### src/verilog/frontend_defines.svh
/*
 * fetch frontend configuration macros
 * word width, fetch queue depth and sequential pc step
 */

`ifndef FRONTEND_DEFINES_SVH
`define FRONTEND_DEFINES_SVH

// ---------------------------------------------------------------------
// datapath widths
// ---------------------------------------------------------------------
// address and instruction width, one word
`define FE_XLEN 32

// ---------------------------------------------------------------------
// fetch queue and pc step
// ---------------------------------------------------------------------
// entries held between fetch and decode, keep it a power of two
`define FE_QUEUE_DEPTH 4
// byte step between two sequential uncompressed instructions
`define FE_INSTR_BYTES 4

`endif

### src/verilog/frontend_pkg.sv
/*
 * shared types of the fetch frontend
 * opcode and control-flow enums, memory, scan, resolve and queue structs
 */

`default_nettype none

`include "frontend_defines.svh"

package frontend_pkg;

    // ---------------------------------------------------------------------
    // encodings
    // ---------------------------------------------------------------------
    // major opcodes the scan looks for, bits [6:0] of the instruction
    typedef enum logic [6:0] {
        OPC_BRANCH = 7'b1100011,
        OPC_JAL    = 7'b1101111,
        OPC_JALR   = 7'b1100111
    } opcode_e;

    // control-flow class of one fetched instruction
    typedef enum logic [1:0] {
        CF_NONE,
        CF_BRANCH,
        CF_JUMP,
        CF_JUMPR
    } cf_e;

    // ---------------------------------------------------------------------
    // structs passed between modules
    // ---------------------------------------------------------------------
    typedef struct packed {
        cf_e                 cf;
        logic [`FE_XLEN-1:0] imm;
    } scan_t;

    // request strobe plus word address towards the instruction memory
    typedef struct packed {
        logic                req;
        logic [`FE_XLEN-1:0] addr;
    } fetch_req_t;

    // ready is a level, valid pulses one cycle after acceptance
    typedef struct packed {
        logic                ready;
        logic                valid;
        logic [`FE_XLEN-1:0] data;
    } fetch_rsp_t;

    typedef struct packed {
        logic                valid;
        logic                is_mispredict;
        logic [`FE_XLEN-1:0] target;
    } bp_resolve_t;

    // one instruction handed to decode
    typedef struct packed {
        logic [`FE_XLEN-1:0] pc;
        logic [`FE_XLEN-1:0] instr;
        cf_e                 cf;
        logic                taken;
        logic [`FE_XLEN-1:0] target;
    } fetch_entry_t;

endpackage

`default_nettype wire

### src/verilog/fetch_queue.sv
/*
 * circular fetch queue towards decode
 * register array, count based full, registered valid output, flush
 */

`timescale 1ns/10ps
`default_nettype none

`include "frontend_defines.svh"

module fetch_queue import frontend_pkg::*; #(
    parameter int unsigned DEPTH = `FE_QUEUE_DEPTH
) (
    input  logic         clk_i,
    input  logic         rst_ni,
    input  logic         flush_i,
    input  logic         push_i,
    input  fetch_entry_t entry_i,
    input  logic         fetch_entry_ready_i,
    output logic         full_o,
    output fetch_entry_t fetch_entry_o,
    output logic         fetch_entry_valid_o
);

    localparam int unsigned PTR_W = $clog2(DEPTH);
    localparam int unsigned CNT_W = PTR_W + 1;

    fetch_entry_t mem_q [DEPTH];
    logic [PTR_W-1:0] wr_ptr_q, rd_ptr_q;
    logic [CNT_W-1:0] count_d, count_q;
    // mirrors count_q != 0 so decode sees a flop
    logic             valid_q;
    logic             push_ok;
    logic             pop;

    assign full_o  = (count_q == CNT_W'(DEPTH));
    assign push_ok = push_i & ~full_o;
    assign pop     = valid_q & fetch_entry_ready_i;

    // head entry straight from the array
    assign fetch_entry_o       = mem_q[rd_ptr_q];
    assign fetch_entry_valid_o = valid_q;

    // ---------------------------------------------------------------------
    // occupancy
    // ---------------------------------------------------------------------
    always_comb begin
        count_d = count_q;
        if (push_ok && !pop) count_d = count_q + CNT_W'(1);
        if (!push_ok && pop) count_d = count_q - CNT_W'(1);
        if (flush_i) count_d = '0;
    end

    // pointers wrap on their own, depth is a power of two
    always_ff @(posedge clk_i or negedge rst_ni) begin
        if (!rst_ni) begin
            wr_ptr_q <= '0;
            rd_ptr_q <= '0;
            count_q  <= '0;
            valid_q  <= 1'b0;
        end else begin
            count_q <= count_d;
            valid_q <= (count_d != '0);
            if (flush_i) begin
                wr_ptr_q <= '0;
                rd_ptr_q <= '0;
            end else begin
                if (push_ok) wr_ptr_q <= wr_ptr_q + PTR_W'(1);
                if (pop) rd_ptr_q <= rd_ptr_q + PTR_W'(1);
            end
        end
    end

    // ---------------------------------------------------------------------
    // storage
    // ---------------------------------------------------------------------
    always_ff @(posedge clk_i) begin
        if (push_ok) mem_q[wr_ptr_q] <= entry_i;
    end

endmodule

`default_nettype wire

### src/verilog/frontend_top.sv
/*
 * fetch frontend top level
 * pc generator, instruction scan and fetch queue
 */

`timescale 1ns/10ps
`default_nettype none

`include "frontend_defines.svh"

module frontend_top import frontend_pkg::*; (
    input  logic                clk_i,
    input  logic                rst_ni,
    input  logic [`FE_XLEN-1:0] boot_addr_i,
    // redirects from the backend
    input  bp_resolve_t         resolved_branch_i,
    input  logic                ex_valid_i,
    input  logic [`FE_XLEN-1:0] trap_vector_base_i,
    input  logic                eret_i,
    input  logic [`FE_XLEN-1:0] epc_i,
    // instruction memory
    output fetch_req_t          fetch_req_o,
    input  fetch_rsp_t          fetch_rsp_i,
    // decode side
    output fetch_entry_t        fetch_entry_o,
    output logic                fetch_entry_valid_o,
    input  logic                fetch_entry_ready_i
);

    logic [`FE_XLEN-1:0] scan_instr;
    scan_t               scan;
    logic                push;
    fetch_entry_t        entry;
    logic                flush;
    logic                queue_full;

    // ---------------------------------------------------------------------
    // pc generation and memory request
    // ---------------------------------------------------------------------
    pc_gen i_pc_gen (
        .clk_i              ( clk_i              ),
        .rst_ni             ( rst_ni             ),
        .boot_addr_i        ( boot_addr_i        ),
        .resolved_branch_i  ( resolved_branch_i  ),
        .ex_valid_i         ( ex_valid_i         ),
        .trap_vector_base_i ( trap_vector_base_i ),
        .eret_i             ( eret_i             ),
        .epc_i              ( epc_i              ),
        .fetch_rsp_i        ( fetch_rsp_i        ),
        .scan_i             ( scan               ),
        .queue_full_i       ( queue_full         ),
        .fetch_req_o        ( fetch_req_o        ),
        .scan_instr_o       ( scan_instr         ),
        .push_o             ( push               ),
        .entry_o            ( entry              ),
        .flush_o            ( flush              )
    );

    // scan sits on the raw response data
    instr_scan i_instr_scan (
        .instr_i ( scan_instr ),
        .scan_o  ( scan       )
    );

    // ---------------------------------------------------------------------
    // queue towards decode
    // ---------------------------------------------------------------------
    fetch_queue #(
        .DEPTH ( `FE_QUEUE_DEPTH )
    ) i_fetch_queue (
        .clk_i               ( clk_i               ),
        .rst_ni              ( rst_ni              ),
        .flush_i             ( flush               ),
        .push_i              ( push                ),
        .entry_i             ( entry               ),
        .fetch_entry_ready_i ( fetch_entry_ready_i ),
        .full_o              ( queue_full          ),
        .fetch_entry_o       ( fetch_entry_o       ),
        .fetch_entry_valid_o ( fetch_entry_valid_o )
    );

endmodule

`default_nettype wire

### src/verilog/instr_scan.sv
/*
 * instruction scan for uncompressed instructions
 * classifies branch, jal and jalr and extracts their immediates
 */

`timescale 1ns/10ps
`default_nettype none

`include "frontend_defines.svh"

module instr_scan import frontend_pkg::*; (
    input  logic [`FE_XLEN-1:0] instr_i,
    output scan_t               scan_o
);

    // major opcode field
    logic [6:0]          opcode;
    // sign-extended immediates, both with bit 0 forced to zero
    logic [`FE_XLEN-1:0] imm_b;
    logic [`FE_XLEN-1:0] imm_j;

    assign opcode = instr_i[6:0];

    // b-type: imm[12|10:5] in [31:25], imm[4:1|11] in [11:7]
    assign imm_b = {{(`FE_XLEN-12){instr_i[31]}},
                    instr_i[7],
                    instr_i[30:25],
                    instr_i[11:8],
                    1'b0};

    // j-type: imm[20|10:1|11|19:12] in [31:12]
    assign imm_j = {{(`FE_XLEN-20){instr_i[31]}},
                    instr_i[19:12],
                    instr_i[20],
                    instr_i[30:21],
                    1'b0};

    // ---------------------------------------------------------------------
    // classification
    // ---------------------------------------------------------------------
    always_comb begin
        scan_o.cf  = CF_NONE;
        scan_o.imm = '0;
        case (opcode)
            OPC_BRANCH: begin
                scan_o.cf  = CF_BRANCH;
                scan_o.imm = imm_b;
            end
            OPC_JAL: begin
                scan_o.cf  = CF_JUMP;
                scan_o.imm = imm_j;
            end
            // target depends on a register, nothing to predict here
            OPC_JALR: begin
                scan_o.cf = CF_JUMPR;
            end
            default: begin
                scan_o.cf  = CF_NONE;
                scan_o.imm = '0;
            end
        endcase
    end

endmodule

`default_nettype wire

### src/verilog/pc_gen.sv
/*
 * pc generation: next-pc register, redirect priority, static prediction
 * and the single outstanding request towards instruction memory
 */

`timescale 1ns/10ps
`default_nettype none

`include "frontend_defines.svh"

module pc_gen import frontend_pkg::*; (
    input  logic                clk_i,
    input  logic                rst_ni,
    input  logic [`FE_XLEN-1:0] boot_addr_i,
    input  bp_resolve_t         resolved_branch_i,
    input  logic                ex_valid_i,
    input  logic [`FE_XLEN-1:0] trap_vector_base_i,
    input  logic                eret_i,
    input  logic [`FE_XLEN-1:0] epc_i,
    input  fetch_rsp_t          fetch_rsp_i,
    input  scan_t               scan_i,
    input  logic                queue_full_i,
    output fetch_req_t          fetch_req_o,
    output logic [`FE_XLEN-1:0] scan_instr_o,
    output logic                push_o,
    output fetch_entry_t        entry_o,
    output logic                flush_o
);

    logic [`FE_XLEN-1:0] npc_d, npc_q;
    // high in reset and the first cycle after, loads boot_addr_i
    logic                boot_q;
    // a request was accepted and its response is due this cycle
    logic                outstanding_q;
    // the due response belongs to a path killed by a redirect
    logic                discard_q;
    logic [`FE_XLEN-1:0] req_addr_q;

    logic                req;
    logic                accept;
    logic                is_mispredict;
    logic                redirect;
    logic                rsp_keep;
    logic                predict_taken;
    logic [`FE_XLEN-1:0] predict_addr;
    logic [`FE_XLEN-1:0] seq_addr;

    // ---------------------------------------------------------------------
    // memory request
    // ---------------------------------------------------------------------
    // one request in flight at most, and only with room in the queue
    assign req                = ~boot_q & ~outstanding_q & ~queue_full_i;
    assign accept             = req & fetch_rsp_i.ready;
    assign fetch_req_o.req    = req;
    assign fetch_req_o.addr   = npc_q;

    assign is_mispredict = resolved_branch_i.valid & resolved_branch_i.is_mispredict;
    assign redirect      = ex_valid_i | eret_i | is_mispredict;
    assign flush_o       = redirect;

    // ---------------------------------------------------------------------
    // response and static prediction
    // ---------------------------------------------------------------------
    assign scan_instr_o = fetch_rsp_i.data;
    assign rsp_keep     = fetch_rsp_i.valid & outstanding_q & ~discard_q & ~redirect;

    // jal always taken, branches only when pointing backwards
    assign predict_taken = (scan_i.cf == CF_JUMP) |
                           ((scan_i.cf == CF_BRANCH) & scan_i.imm[`FE_XLEN-1]);
    assign predict_addr  = req_addr_q + scan_i.imm;
    assign seq_addr      = req_addr_q + `FE_XLEN'(`FE_INSTR_BYTES);

    assign push_o        = rsp_keep;
    assign entry_o.pc    = req_addr_q;
    assign entry_o.instr = fetch_rsp_i.data;
    assign entry_o.cf    = scan_i.cf;
    assign entry_o.taken = predict_taken;
    // predicted next fetch address of this entry
    assign entry_o.target = predict_taken ? predict_addr : seq_addr;

    // ---------------------------------------------------------------------
    // next pc, lowest priority first
    // ---------------------------------------------------------------------
    always_comb begin
        npc_d = npc_q;
        if (boot_q) npc_d = boot_addr_i;
        if (accept) npc_d = npc_q + `FE_XLEN'(`FE_INSTR_BYTES);
        if (rsp_keep && predict_taken) npc_d = predict_addr;
        if (is_mispredict) npc_d = resolved_branch_i.target;
        if (eret_i) npc_d = epc_i;
        if (ex_valid_i) npc_d = trap_vector_base_i;
    end

    always_ff @(posedge clk_i or negedge rst_ni) begin
        if (!rst_ni) begin
            npc_q         <= '0;
            boot_q        <= 1'b1;
            outstanding_q <= 1'b0;
            discard_q     <= 1'b0;
        end else begin
            npc_q  <= npc_d;
            boot_q <= 1'b0;
            // response comes exactly one cycle after acceptance
            if (accept) begin
                outstanding_q <= 1'b1;
                discard_q     <= redirect;
            end else if (fetch_rsp_i.valid) begin
                outstanding_q <= 1'b0;
                discard_q     <= 1'b0;
            end
        end
    end

    // address of the request in flight
    always_ff @(posedge clk_i) begin
        if (accept) req_addr_q <= npc_q;
    end

endmodule

`default_nettype wire
### config.mk
export PLATFORM = sky130hd
export DESIGN_NAME = frontend_top
export DESIGN_NICKNAME = d
export VERILOG_FILES = /design/src/verilog/frontend_pkg.sv /design/src/verilog/fetch_queue.sv /design/src/verilog/frontend_top.sv /design/src/verilog/instr_scan.sv /design/src/verilog/pc_gen.sv
export VERILOG_INCLUDE_DIRS = /design/src /design/src/verilog
export SDC_FILE = /design/constraint.sdc
export NUM_CORES = 1
export LEC_CHECK = 0
export ABC_AREA = 1
export BUFFER_PORTS_ARGS = -buffer_cell sky130_fd_sc_hd__buf_2
export CORE_ASPECT_RATIO = 1.5
export CORE_MARGIN = 4
export CORE_UTILIZATION = 39
export DETAILED_ROUTE_END_ITERATION = 12
export GPL_TIMING_DRIVEN = 0
export PLACE_DENSITY = 0.69
export SKIP_LAST_GASP = 1
export SLEW_MARGIN = 20
export SYNTH_ARGS = -nofsm -noshare
export SYNTH_HDL_FRONTEND = slang
export SYNTH_HIERARCHICAL = 1
export SYNTH_SLANG_ARGS = --single-unit
### constraint.sdc
create_clock -name clk_i -period 6.31 [get_ports clk_i]
set_input_delay 1.5775 -clock clk_i [delete_from_list [all_inputs] [get_ports clk_i]]
set_output_delay 1.5775 -clock clk_i [all_outputs]
set_load 0.02 [all_outputs]
[Word level (Yosys, flattened, before mapping)]
Memory sizes are Yosys's and may differ from the RTL's.
Cells that the tools add are included.
Storage, ports and cells
  flip-flop bits (word level): 75
  memory bits (writable): 396
  word-level logic and storage cells: 72
  memories: 1
  output and inout port bits: 133
  input bits: 169
Memory list
  i_fetch_queue.mem_q: words 4, bits a word 99, rd ports 1, clocked after Yosys merged registers in 0, wr ports 1, RTL line fetch_queue.sv:28  | fetch_entry_t mem_q [DEPTH];
Cells by class
  muxes and demuxes: 21
  $add $sub $neg: 7
  reduce and logical (&&, ||, !) cells: 10
  equal/unequal tests: 6
  bitwise logic cells: 18
Operators by type and width (count)
  2-to-1 mux 32 bit: 7
  adder 32 x 3 -> 32 bit, second input constant: 2
  one-hot mux 32 bit (2 select lines): 1
  adder 32 bit: 1
  equality test 7 bit, second input constant: 3
  AND 1 bit: 10
  2-to-1 mux 3 bit: 3
  2-to-1 mux 2 bit: 4
  one-hot mux 2 bit (3 select lines): 1
  nonzero test 2 bit: 3
  nonzero test 6 bit: 1
  2-to-1 mux 1 bit: 5
  NOT 1 bit: 5
  adder 2 x 1 -> 2 bit, second input constant: 2
  adder 3 x 1 -> 3 bit, second input constant: 1
  equality test 3 bit, second input constant: 1
  logical AND 1 bit: 3
  bitwise OR 1 bit: 3
  nonzero test 3 bit: 1
  subtractor 3 x 1 -> 3 bit, second input constant: 1
  equality test 2 x 1 -> 1 bit, second input constant: 1
  equality test 2 bit, second input constant: 1
  zero test 1 bit: 2

[Depth between registers and ports, before layout]
Gate-level depths: netlist of the first run.
  word-level depth: 10
  gate-level depth with buffers: 23
  gate-level depth less buffers: 21

[By module]
Netlist of the first run, hierarchy kept.
By module, submodules not included
  fetch_queue: times used 1, sequential area each 12091.6 um2, area an instance 15288.4 um2, cells an instance 1029
  pc_gen: times used 1, sequential area each 1838.0 um2, area an instance 8856.0 um2, cells an instance 1539
  instr_scan: times used 1, sequential area each 0.0 um2, area an instance 414.1 um2, cells an instance 77

[Worst setup path after synthesis of the first run]
No wires, ideal clock.
  path type: input to register
  from: input ex_valid_i
  to: memory i_fetch_queue/mem_q[0][0] (netlist name) (enable)
  stages: 5
  setup slack: -420 ps
  data arrival time: 6173 ps
  setup time: 557 ps
  path buffers: 0
  required time: 5753 ps
  path through: nor2_4 > nand2_4 > nor2_4 > nand2_4 > nor2_1
On the way
  cells in the longest elaborated chain, start to end: 7
RTL lines
  from (decl): RTL line frontend_top.sv:17  | input logic ex_valid_i,
  bitwise OR 1 bit (2 in a row): RTL line pc_gen.sv:58  | assign redirect = ex_valid_i | eret_i | is_mispredict;
  net flush: RTL line frontend_top.sv:34  | logic flush;
  NOT 1 bit: RTL line pc_gen.sv:65  | assign rsp_keep = fetch_rsp_i.valid & outstanding_q & ~discard_q & ~redirect;
  AND 1 bit: RTL line pc_gen.sv:65
  net push: RTL line frontend_top.sv:32  | logic push;
  AND 1 bit: RTL line fetch_queue.sv:37  | assign push_ok = push_i & ~full_o;
  2-to-1 mux 1 bit: RTL line fetch_queue.sv:78  | if (push_ok) mem_q[wr_ptr_q] <= entry_i;
  2-to-1 mux 1 bit (implied by the code): RTL line fetch_queue.sv:78
  to (decl): RTL line fetch_queue.sv:28
The timed path passes the listed nets, and every way through them passes these cells.

==> flow_summary.json, run 1 <==
{
  "min_path_type": "reg -> reg",
  "grt-ovfl-total": 0,
  "rr_worst_depth": 14,
  "synthDistinctLibCells": 56,
  "cts_inserted_buffers": 45,
  "routed-wl-met2_mm": 40.4,
  "synth_simple_gate_area_frac": 0.212,
  "detail_route.vias_per_cell": 5.25,
  "grt_max_degree": 44,
  "routed.top_layer": "met4",
  "path_clk_slew_ps": 60,
  "crit_chain": "buf_4 > inv_1 > nand2_1 > nor2_4 > nand3_2 > nand2_1 > buf_4 > nand3_1 > o21ai_2 > clkbuf_1 > clkbuf_1 > nand3_1 > nand2_1",
  "yosysWarnings": 6,
  "syn_area_per_cell_um2": 9.28,
  "cts_tree": "done",
  "multi_input_area_um2": 8630,
  "drt-total-wl_mm": 79.4,
  "synthXorXnorAreaFrac": 0.0128,
  "grt_pass1_wl_mm": 116,
  "grt_pass1_vias": 19500,
  "io_pins": 302,
  "layout-area-overhead-vs-synth_pct": 17.5,
  "layout.nets": 3190,
  "synth_fa_ha_area_frac": 0.0212,
  "synthMuxAreaShare": 0,
  "clkLatencyLatePin_ps": 560,
  "syn_nets": 2855,
  "vdd_drop_max_mv": 0.194,
  "place.port_buffers": 269,
  "status": "completed",
  "p_leak_uw": 0.0119,
  "htreeDepth": 2,
  "rows": 112,
  "initial_core_util": 0.394,
  "slew_headroom": 0.481,
  "grt_usage": 0.229,
  "period_share": 0.708,
  "cts_root_buffer": "clkbuf_16",
  "path_class": "in -> reg",
  "drt_iter0_drc": 1532,
  "fin_worst_skew_ps": 15.5,
  "synth_compound_area_frac": 0.104,
  "rsz0062_at_grt": "false",
  "async_flop_share": 0.0913,
  "startpoint_type": "input pin",
  "yosysSeqAreaShare": 0.567,
  "final_cell_mix": "nand2_1, edfxtp_1, nor2_1",
  "slew_violations": 0,
  "cts.sinks": 471,
  "firstDrtPassIters": 6,
  "cts.hold.buffers_added": 0,
  "drt-met1-wl_mm": 29.6,
  "syn_inst": 2645,
  "layout_commonest_cell": "nand2_1",
  "crit_slowest_cell": "clkbuf_1",
  "critPathMaxFanout": 12,
  "fmaxAchievable_ghz": 0.224,
  "stdcell_area_um2": 28900,
  "cts_setup_buffers": 0,
  "syn_area_um2": 24600,
  "startpoint": "fetch_rsp_i[2]",
  "synthFlopType": "edfxtp_1",
  "avgRoutedWirePerCell_um": 20.8,
  "reg2reg_from": "i_fetch_queue/count_q[0]$_DFF_PN0_",
  "cts_resized": 0,
  "post_dp_cell_area_um2": 27400,
  "ys_ff_latch": 471,
  "antenna_found_initial": 1,
  "power_density_nw_per_um2": 236,
  "vias": 20000,
  "layout_min_cycle_time_ps": 4470,
  "slowest_delay_ps": 580,
  "nFillCells": 5861,
  "gp_congestion": 0.960,
  "setup_ws_ps": 1840,
  "drc_errors": 0,
  "rr_endpoint": "i_pc_gen/npc_q[5]$_DFFE_PN0P_",
  "crit_top_cell": "nand2_1",
  "hold_viol": 0,
  "setup_tns_ps": 0,
  "end_kind": "register",
  "diodes": 0,
  "die_h_um": 315,
  "ant_nets": 0,
  "tightest_slew_ps": 778,
  "core_area_um2": 62400,
  "rrSetupSlack_ps": 3260,
  "worst_ep_required_time_ps": 6690,
  "die_x_um": 213,
  "drive_above_1_share": 0.193,
  "clockBufferDepth": 3,
  "crit_end": "i_fetch_queue/mem_q[3][28]$_DFFE_PP_",
  "cp.arrival_ps": 4840,
  "synth_top_family_by_area": "simple AND/OR/NAND/NOR gates",
  "synth_edf_count": 428,
  "routed-wl-met3_mm": 5.23,
  "dp_hpwl_mm": 61.1,
  "die_area_um2": 67100,
  "register_area_um2": 13900,
  "drv_cap": 0,
  "dp_slack_ps": 1360,
  "finalSetupViolations": 0
}
[final cells by class]
type / count / share of cell area
clock buffer: 51 / 0.0405
clock inverter: 32 / 0.0107
tap: 798 / 0.0346
inverter: 207 / 0.0272
buffer: 192 / 0.0431
multi-input combinational: 1775 / 0.299
timing repair buffer: 288 / 0.0620
sequential: 471 / 0.483
[critical path, delay by kind of cell]
family                 cells  cell delay, ps
buffers and inverters      5            1490
and+or+nand+nor            7            1560
AOI/OAI and AO/OA          1             200
[logic make-up after synthesis]
| logic type | after synthesis |
|---|---|
| DFF | 471 |
| buffers and inverters | 399 |
| xor gates and xnor gates | 36 |
| adders and majority gates | 41 |
| AOI/OAI and AO/OA | 460 |
| other | 2 |
| and+or+nand+nor | 1236 |
[synthesized netlist by cell type, types with 22 or more instances]
| master | n | share of area |
|---|---|---|
| buf_4 | 89 | 0.027 |
| ha_1 | 40 | 0.020 |
| nor2_1 | 397 | 0.061 |
| clkbuf_1 | 49 | 0.0075 |
| dfrtp_1 | 42 | 0.043 |
| buf_2 | 33 | 0.0067 |
| edfxtp_1 | 428 | 0.52 |
| o21ai_1 | 22 | 0.0045 |
| nand3_1 | 148 | 0.030 |
| nand2_1 | 582 | 0.089 |
| o22ai_1 | 91 | 0.023 |
| xor2_1 | 22 | 0.0078 |
| a21oi_1 | 73 | 0.015 |
| o21ai_0 | 239 | 0.049 |
| inv_1 | 199 | 0.030 |
[through the flow]
| step | instances | utilization | hold slack, ps | power [µW] |
|---|---|---|---|---|
| final | 3814 | 0.463 | 489 | 6800 |
| after CTS | 3814 | 0.463 | 502 | 6840 |
| after global routing | 3814 | 0.463 | 514 | 7040 |
| after global placement | 3712 | 0.431 | 451 | 4160 |
| after detailed placement | 3731 | 0.439 | 486 | 4170 |
| after floorplan | 2645 | - | 506 | 3930 |
[power by group]
part           total (µW)  internal (µW)  leakage (µW)  switching (µW)
clock network        2690           1520      0.000720            1180
logic                 562            200       0.00681             362
registers            3550           3460       0.00439            85.8
[worst min path at each step]
stage	from	to	depth (start not counted)
global route	i_pc_gen/npc_q[1]$_DFFE_PN0P_	i_pc_gen/req_addr_q[1]$_DFFE_PP_	0
CTS	i_pc_gen/npc_q[22]$_DFFE_PN0P_	i_pc_gen/req_addr_q[22]$_DFFE_PP_	0
global placement	i_pc_gen/npc_q[22]$_DFFE_PN0P_	i_pc_gen/req_addr_q[22]$_DFFE_PP_	0
finish	i_pc_gen/npc_q[1]$_DFFE_PN0P_	i_pc_gen/req_addr_q[1]$_DFFE_PP_	0
floorplan	i_pc_gen/discard_q$_DFFE_PN0P_	i_pc_gen/discard_q$_DFFE_PN0P_	2
detailed placement	i_pc_gen/npc_q[22]$_DFFE_PN0P_	i_pc_gen/req_addr_q[22]$_DFFE_PP_	0
[routing by layer]
layer  vias to the layer above  global-route usage
li1                       9593                   -
met1                      9433               0.270
met2                       809               0.411
met3                       170              0.0305
met4                         0               0.106
met5                         -                   0
[state kept, by name, indices dropped and copies added, names as in the netlist]
| name | count |
|---|---|
| i_pc_gen/boot_q | 1 |
| i_pc_gen/req_addr_q | 32 |
| i_fetch_queue/fetch_entry_valid_o | 1 |
| i_pc_gen/outstanding_q | 1 |
| i_pc_gen/discard_q | 1 |
| i_pc_gen/npc_q | 32 |
| i_fetch_queue/wr_ptr_q | 2 |
| i_fetch_queue/rd_ptr_q | 2 |
| i_fetch_queue/mem_q | 396 |
| i_fetch_queue/count_q | 3 |
(Power assumes the default switching activity.)
==> run 2, diff against run 1 <==
Settings changed: ABC_AREA 1 to 0, PLACE_DENSITY 0.69 to 0.72.
Clock period 6.31 ns to 3.6 ns, I/O delays scaled along.
==> flow_summary.json, run 2 <==
{
  "vdd_drop_max_mv": 0.305,
  "synth_edf_count": 428,
  "crit_slowest_cell": "or3b_4",
  "layout_min_cycle_time_ps": 3650,
  "firstDrtPassIters": 6,
  "power_density_nw_per_um2": 428,
  "slew_violations": 0,
  "status": "finished with violations",
  "layout.nets": 2162,
  "power.total_uw": 12000,
  "synth_area_leaders": "edfxtp_1, mux4_2, dfrtp_1",
  "setup_ws_ps": -47.7,
  "grt_usage": 0.227,
  "drv_cap": 0,
  "post-synth-top-count-cell": "edfxtp_1",
  "synthFlopType": "edfxtp_1",
  "cts_root_buffer": "clkbuf_16",
  "min_path_type": "in -> async",
  "place.port_buffers": 267,
  "die_area_um2": 62500,
  "end_kind": "register",
  "cp.arrival_ps": 3920,
  "io_pins": 302,
  "drt-total-wl_mm": 72.8,
  "largest_registers": "i_fetch_queue/mem_q (396), i_pc_gen/npc_q (32), i_pc_gen/req_addr_q (32)",
  "syn_area_per_cell_um2": 14.4,
  "layout_commonest_cell": "edfxtp_1",
  "finalSetupViolations": 12,
  "path_clk_slew_ps": 70,
  "grt_max_degree": 45,
  "reg2reg_from": "i_pc_gen/req_addr_q[2]$_DFFE_PP_",
  "ant_nets": 0,
  "vias": 15600,
  "core_area_um2": 58000,
  "gp_congestion": 0.953,
  "synth_area_leader_cell": "edfxtp_1",
  "crit_family": "compound AO/OA/AOI/OAI gates",
  "dp_hpwl_mm": 54.4,
  "worst-path-buf-inv": 3,
  "initial_core_util": 0.394,
  "diodes": 0,
  "fin_worst_skew_ps": 29.2,
  "drive_above_1_share": 0.383,
  "slowest_delay_ps": 500,
  "setup_tns_ps": -319,
  "yosysSeqAreaShare": 0.610,
  "netlist_top_cells_count": "edfxtp_1, mux4_2, nand2_1",
  "top_register": "i_fetch_queue/mem_q",
  "clockBufferDepth": 3,
  "yosysWarnings": 6,
  "syn_inst": 1587,
  "grt_pass1_vias": 16000,
  "die_h_um": 304,
  "final_cell_mix": "edfxtp_1, buf_2, buf_4",
  "largest_reg_flops": 396,
  "detail_route.vias_per_cell": 5.68,
  "startpoint_type": "input pin",
  "drc_errors": 0,
  "htreeDepth": 2,
  "crit_top_cell": "buf_8",
  "slew_headroom": 0.427,
  "rows": 108,
  "fmaxAchievable_ghz": 0.274,
  "crit_chain": "buf_8 > or3b_4 > a211oi_4 > ha_1 > buf_8 > a21oi_4 > o21a_1 > o21bai_2 > a311oi_2 > buf_4 > o211ai_1 > a21o_1 > a31oi_4 > xnor2_4",
  "antenna_found_initial": 1,
  "clkLatencyLatePin_ps": 580,
  "worst_ep_required_time_ps": 3870,
  "ys_ff_latch": 471,
  "hold_viol": 0,
  "dp_slack_ps": -1510,
  "avgRoutedWirePerCell_um": 26.4,
  "cts.sinks": 471,
  "drt_iter0_drc": 1089,
  "die_x_um": 206,
  "final_util": 0.485,
  "period_share": 1.01,
  "grt_pass1_wl_mm": 106,
  "holdWs_ps": 412,
  "post-synth-top-area-fraction": 0.563,
  "cts_inserted_buffers": 44,
  "syn_nets": 1797,
  "layout-area-overhead-vs-synth_pct": 23.3,
  "tightest_slew_ps": 860,
  "p_leak_uw": 0.00990,
  "synthDistinctLibCells": 91,
  "path_class": "in -> reg",
  "cts_tree": "done",
  "syn_area_um2": 22800,
  "grt-ovfl-total": 0,
  "critPathMaxFanout": 8,
  "async_flop_share": 0.0913,
  "rsz0062_at_grt": "true",
  "startpoint": "fetch_rsp_i[2]",
  "violations": "negative setup slack"
}
-- run 2: cells by family after synthesis --
logic type,Yosys count,synth area share
XOR/XNOR,86,0.0337
AND/OR/NAND/NOR,350,0.0772
multiplexers,115,0.106
AO/OA/AOI/OAI,328,0.0998
adder cells (fa/ha/maj),42,0.0232
other,2,0.000329
flip-flops,471,0.610
buffers and inverters,193,0.0500
-- run 2: metrics by stage --
stage / area [µm²] / instances
finish: 28100 / 2755
detailed placement: 25600 / 2634
global placement: 25400 / 2624
global route: 28100 / 2755
CTS: 27700 / 2741
floorplan: 23100 / 1587
-- run 2: power breakdown --
group	total (µW)	leakage, µW	internal, µW	switching [µW]
combinational	1050	0.00482	422	630
clock	4760	0.000700	2720	2030
sequential	6240	0.00438	6060	177
-- run 2: final timing paths --
check,to,slack [ps],depth (start not counted)
hold reg to reg,i_pc_gen/req_addr_q[1]$_DFFE_PP_,510,0
min in group clk_i,i_pc_gen/req_addr_q[1]$_DFFE_PP_,510,0
hold / removal,i_pc_gen/npc_q[30]$_DFFE_PN0P_,410,1
setup reg to reg,i_fetch_queue/mem_q[2][30]$_DFFE_PP_,480,9
max in group asynchronous,i_pc_gen/npc_q[5]$_DFFE_PN0P_,2610,2
setup / recovery,i_fetch_queue/mem_q[1][31]$_DFFE_PP_,-50,14
-- run 2: final cells by class --
cell class	instances	area [µm²]
Multi-Input combinational cell	923	8610
Sequential cell	471	13900
Inverter	25	93.8
Buffer	160	1080
Clock inverter	23	303
Timing Repair Buffer	327	2000
Fill cell	4924	29800
Tap cell	770	963
Clock buffer	56	1160
-- run 2: per-layer routing --
metal | vias up | GRT usage | wire length [µm]
met5 | - | 0 | 0
met4 | 0 | 0.0856 | 3270
met3 | 174 | 0.0279 | 4480
met2 | 791 | 0.407 | 38000
met1 | 7825 | 0.277 | 27000
li1 | 6852 | - | -
-- run 2: what timing repair did --
item | in CTS | in global routing
cloned | 1 | 0
setup endpoints to repair | 152 | 119
hold buffers | 0 | 0
setup buffers | 30 | 20
resized for setup | 70 | 70
pin swaps | 30 | 53
endpoints found under the hold margin | 0 | 0
==> run 3, diff against run 2 <==
Clock period 3.6 ns to 3.2 ns, I/O delays scaled along.
==> flow_summary.json, run 3 (synthesis results as in run 2) <==
{
  "status": "finished with violations",
  "violations": "negative setup slack",
  "startpoint": "fetch_rsp_i[3]",
  "dp_hpwl_mm": 53.9,
  "clockBufferDepth": 3,
  "slew_violations": 0,
  "drt_iter0_drc": 967,
  "cts_tree": "done",
  "end_kind": "register",
  "nFillCells": 4933,
  "antenna_found_initial": 0,
  "rr_worst_depth": 9,
  "drive_above_1_share": 0.409,
  "pwr-share-comb": 0.089,
  "finalSetupViolations": 92,
  "vias": 15600,
  "slew_headroom": 0.376,
  "clkLatencyLatePin_ps": 580,
  "die_area_um2": 62500,
  "layout_commonest_cell": "edfxtp_1",
  "top_register": "i_fetch_queue/mem_q",
  "rr_endpoint": "i_fetch_queue/mem_q[0][26]$_DFFE_PP_",
  "worst_ep_required_time_ps": 3500,
  "grt-ovfl-total": 0,
  "ant_nets": 0,
  "htreeDepth": 2,
  "cts.sinks": 471,
  "die_x_um": 206,
  "power_frac_seq": 0.517,
  "post-place-cells": 2633,
  "initial_core_util": 0.394,
  "cts_inserted_buffers": 45,
  "fin_worst_skew_ps": 19.9,
  "detail_route.vias_per_cell": 5.62,
  "setup_tns_ps": -16470,
  "critPathMaxFanout": 5,
  "grt_pass1_wl_mm": 106,
  "final_util": 0.492,
  "holdWs_ps": 244,
  "layout.nets": 2178,
  "grt_pass1_vias": 16300,
  "power_density_nw_per_um2": 476,
  "p_switching_uw": 3240,
  "p_leak_uw": 0.0101,
  "io_pins": 302,
  "cp.arrival_ps": 3870,
  "core_area_um2": 58000,
  "final_cell_mix": "edfxtp_1, buf_2, buf_4",
  "min_path_type": "in -> async",
  "drc_errors": 0,
  "grt_max_degree": 48,
  "die_h_um": 304,
  "path_class": "in -> reg",
  "drv_cap": 0,
  "gp_congestion": 0.929,
  "grt_usage": 0.226,
  "rsz0062_at_grt": "true",
  "vdd_drop_max_mv": 0.449,
  "fmaxAchievable_ghz": 0.281,
  "multi_input_area_um2": 8820,
  "path_clk_slew_ps": 70,
  "firstDrtPassIters": 5,
  "layout-area-overhead-vs-synth_pct": 24.9,
  "hold_viol": 0,
  "rows": 108,
  "startpoint_type": "input pin",
  "place.port_buffers": 267,
  "avgRoutedWirePerCell_um": 26.1,
  "largest_reg_flops": 396,
  "clkPwrFrac": 0.394,
  "cellInternalPower_uw": 10300,
  "largest_registers": "i_fetch_queue/mem_q (396), i_pc_gen/npc_q (32), i_pc_gen/req_addr_q (32)",
  "drt-total-wl_mm": 72.4,
  "period_share": 1.11,
  "fin_cells": 2772,
  "rrSetupSlack_ps": -60,
  "cts_root_buffer": "clkbuf_16",
  "register_area_um2": 13900,
  "tightest_slew_ps": 936,
  "post_dp_cell_area_um2": 25700,
  "layout_min_cycle_time_ps": 3560,
  "reg2reg_from": "i_pc_gen/req_addr_q[10]$_DFFE_PP_",
  "stdcell_area_um2": 28500,
  "p_sw_frac": 0.239,
  "setup_ws_ps": -364
}
## run 3: cell type report
type,count,area share
well taps,770,0.0338
repair buffers,340,0.0742
clock inverters,31,0.0111
clock buffers,49,0.0400
flip-flops and latches,471,0.489
diodes,1,0.0000878
inverters,25,0.00329
plain buffers,162,0.0395
multi-input cells,923,0.309
## run 3: metrics by stage
step	power [µW]	worst slack, ps
6_report	13600	-364
5_1_grt	14000	-419
4_1_cts	13600	-280
3_5_place_dp	8200	-1830
3_3_place_gp	8170	-1790
2_1_floorplan	7720	-599
## run 3: metal layers
layer,up-vias,wire (µm),part of all wire,track usage
li1,6877,-,-,-
met1,7844,27200,0.38,0.275
met2,685,37400,0.52,0.399
met3,168,4110,0.057,0.0306
met4,0,3660,0.050,0.0945
met5,-,0,0,0
## run 3: repair_timing
| action | 4_1_cts | 5_1_grt |
|---|---|---|
| resized for setup | 97 | 77 |
| cloned | 0 | 2 |
| buffers inserted | 29 | 34 |
| hold buffers | 0 | 0 |
| pin swaps | 34 | 52 |
| setup endpoints to repair | 252 | 136 |
## run 3: worst max path at each step
stage | to | slack, ps | cells after the start
after global placement | i_fetch_queue/mem_q[0][30]$_DFFE_PP_ | -1790 | 14
after global routing | i_fetch_queue/mem_q[0][31]$_DFFE_PP_ | -420 | 16
after detailed placement | i_fetch_queue/mem_q[0][30]$_DFFE_PP_ | -1830 | 14
after CTS | i_fetch_queue/mem_q[0][26]$_DFFE_PP_ | -280 | 14
final | i_fetch_queue/mem_q[0][26]$_DFFE_PP_ | -360 | 14
after floorplan | i_fetch_queue/mem_q[0][30]$_DFFE_PP_ | -600 | 14
## run 3: power by group through the flow
| stage | sequential [µW] | combinational, µW | clock [µW] |
|---|---|---|---|
| detailed placement | 7130 | 1080 | 0 |
| global placement | 7120 | 1050 | 0 |
| floorplan | 7110 | 605 | 0 |
| CTS | 7000 | 1150 | 5460 |
| global route | 7020 | 1290 | 5710 |
| finish | 7010 | 1210 | 5340 |
## run 3: worst max-delay path, cell delays in order
cell and delay (ps):
buf_8 110, buf_8 130, or3b_4 400, a211oi_4 380, ha_4 290, a21oi_4 150
o211ai_1 120, buf_4 160, a221oi_4 300, a211o_4 250, a21oi_4 80, o21a_2 260
o31ai_4 300, o21ai_4 120
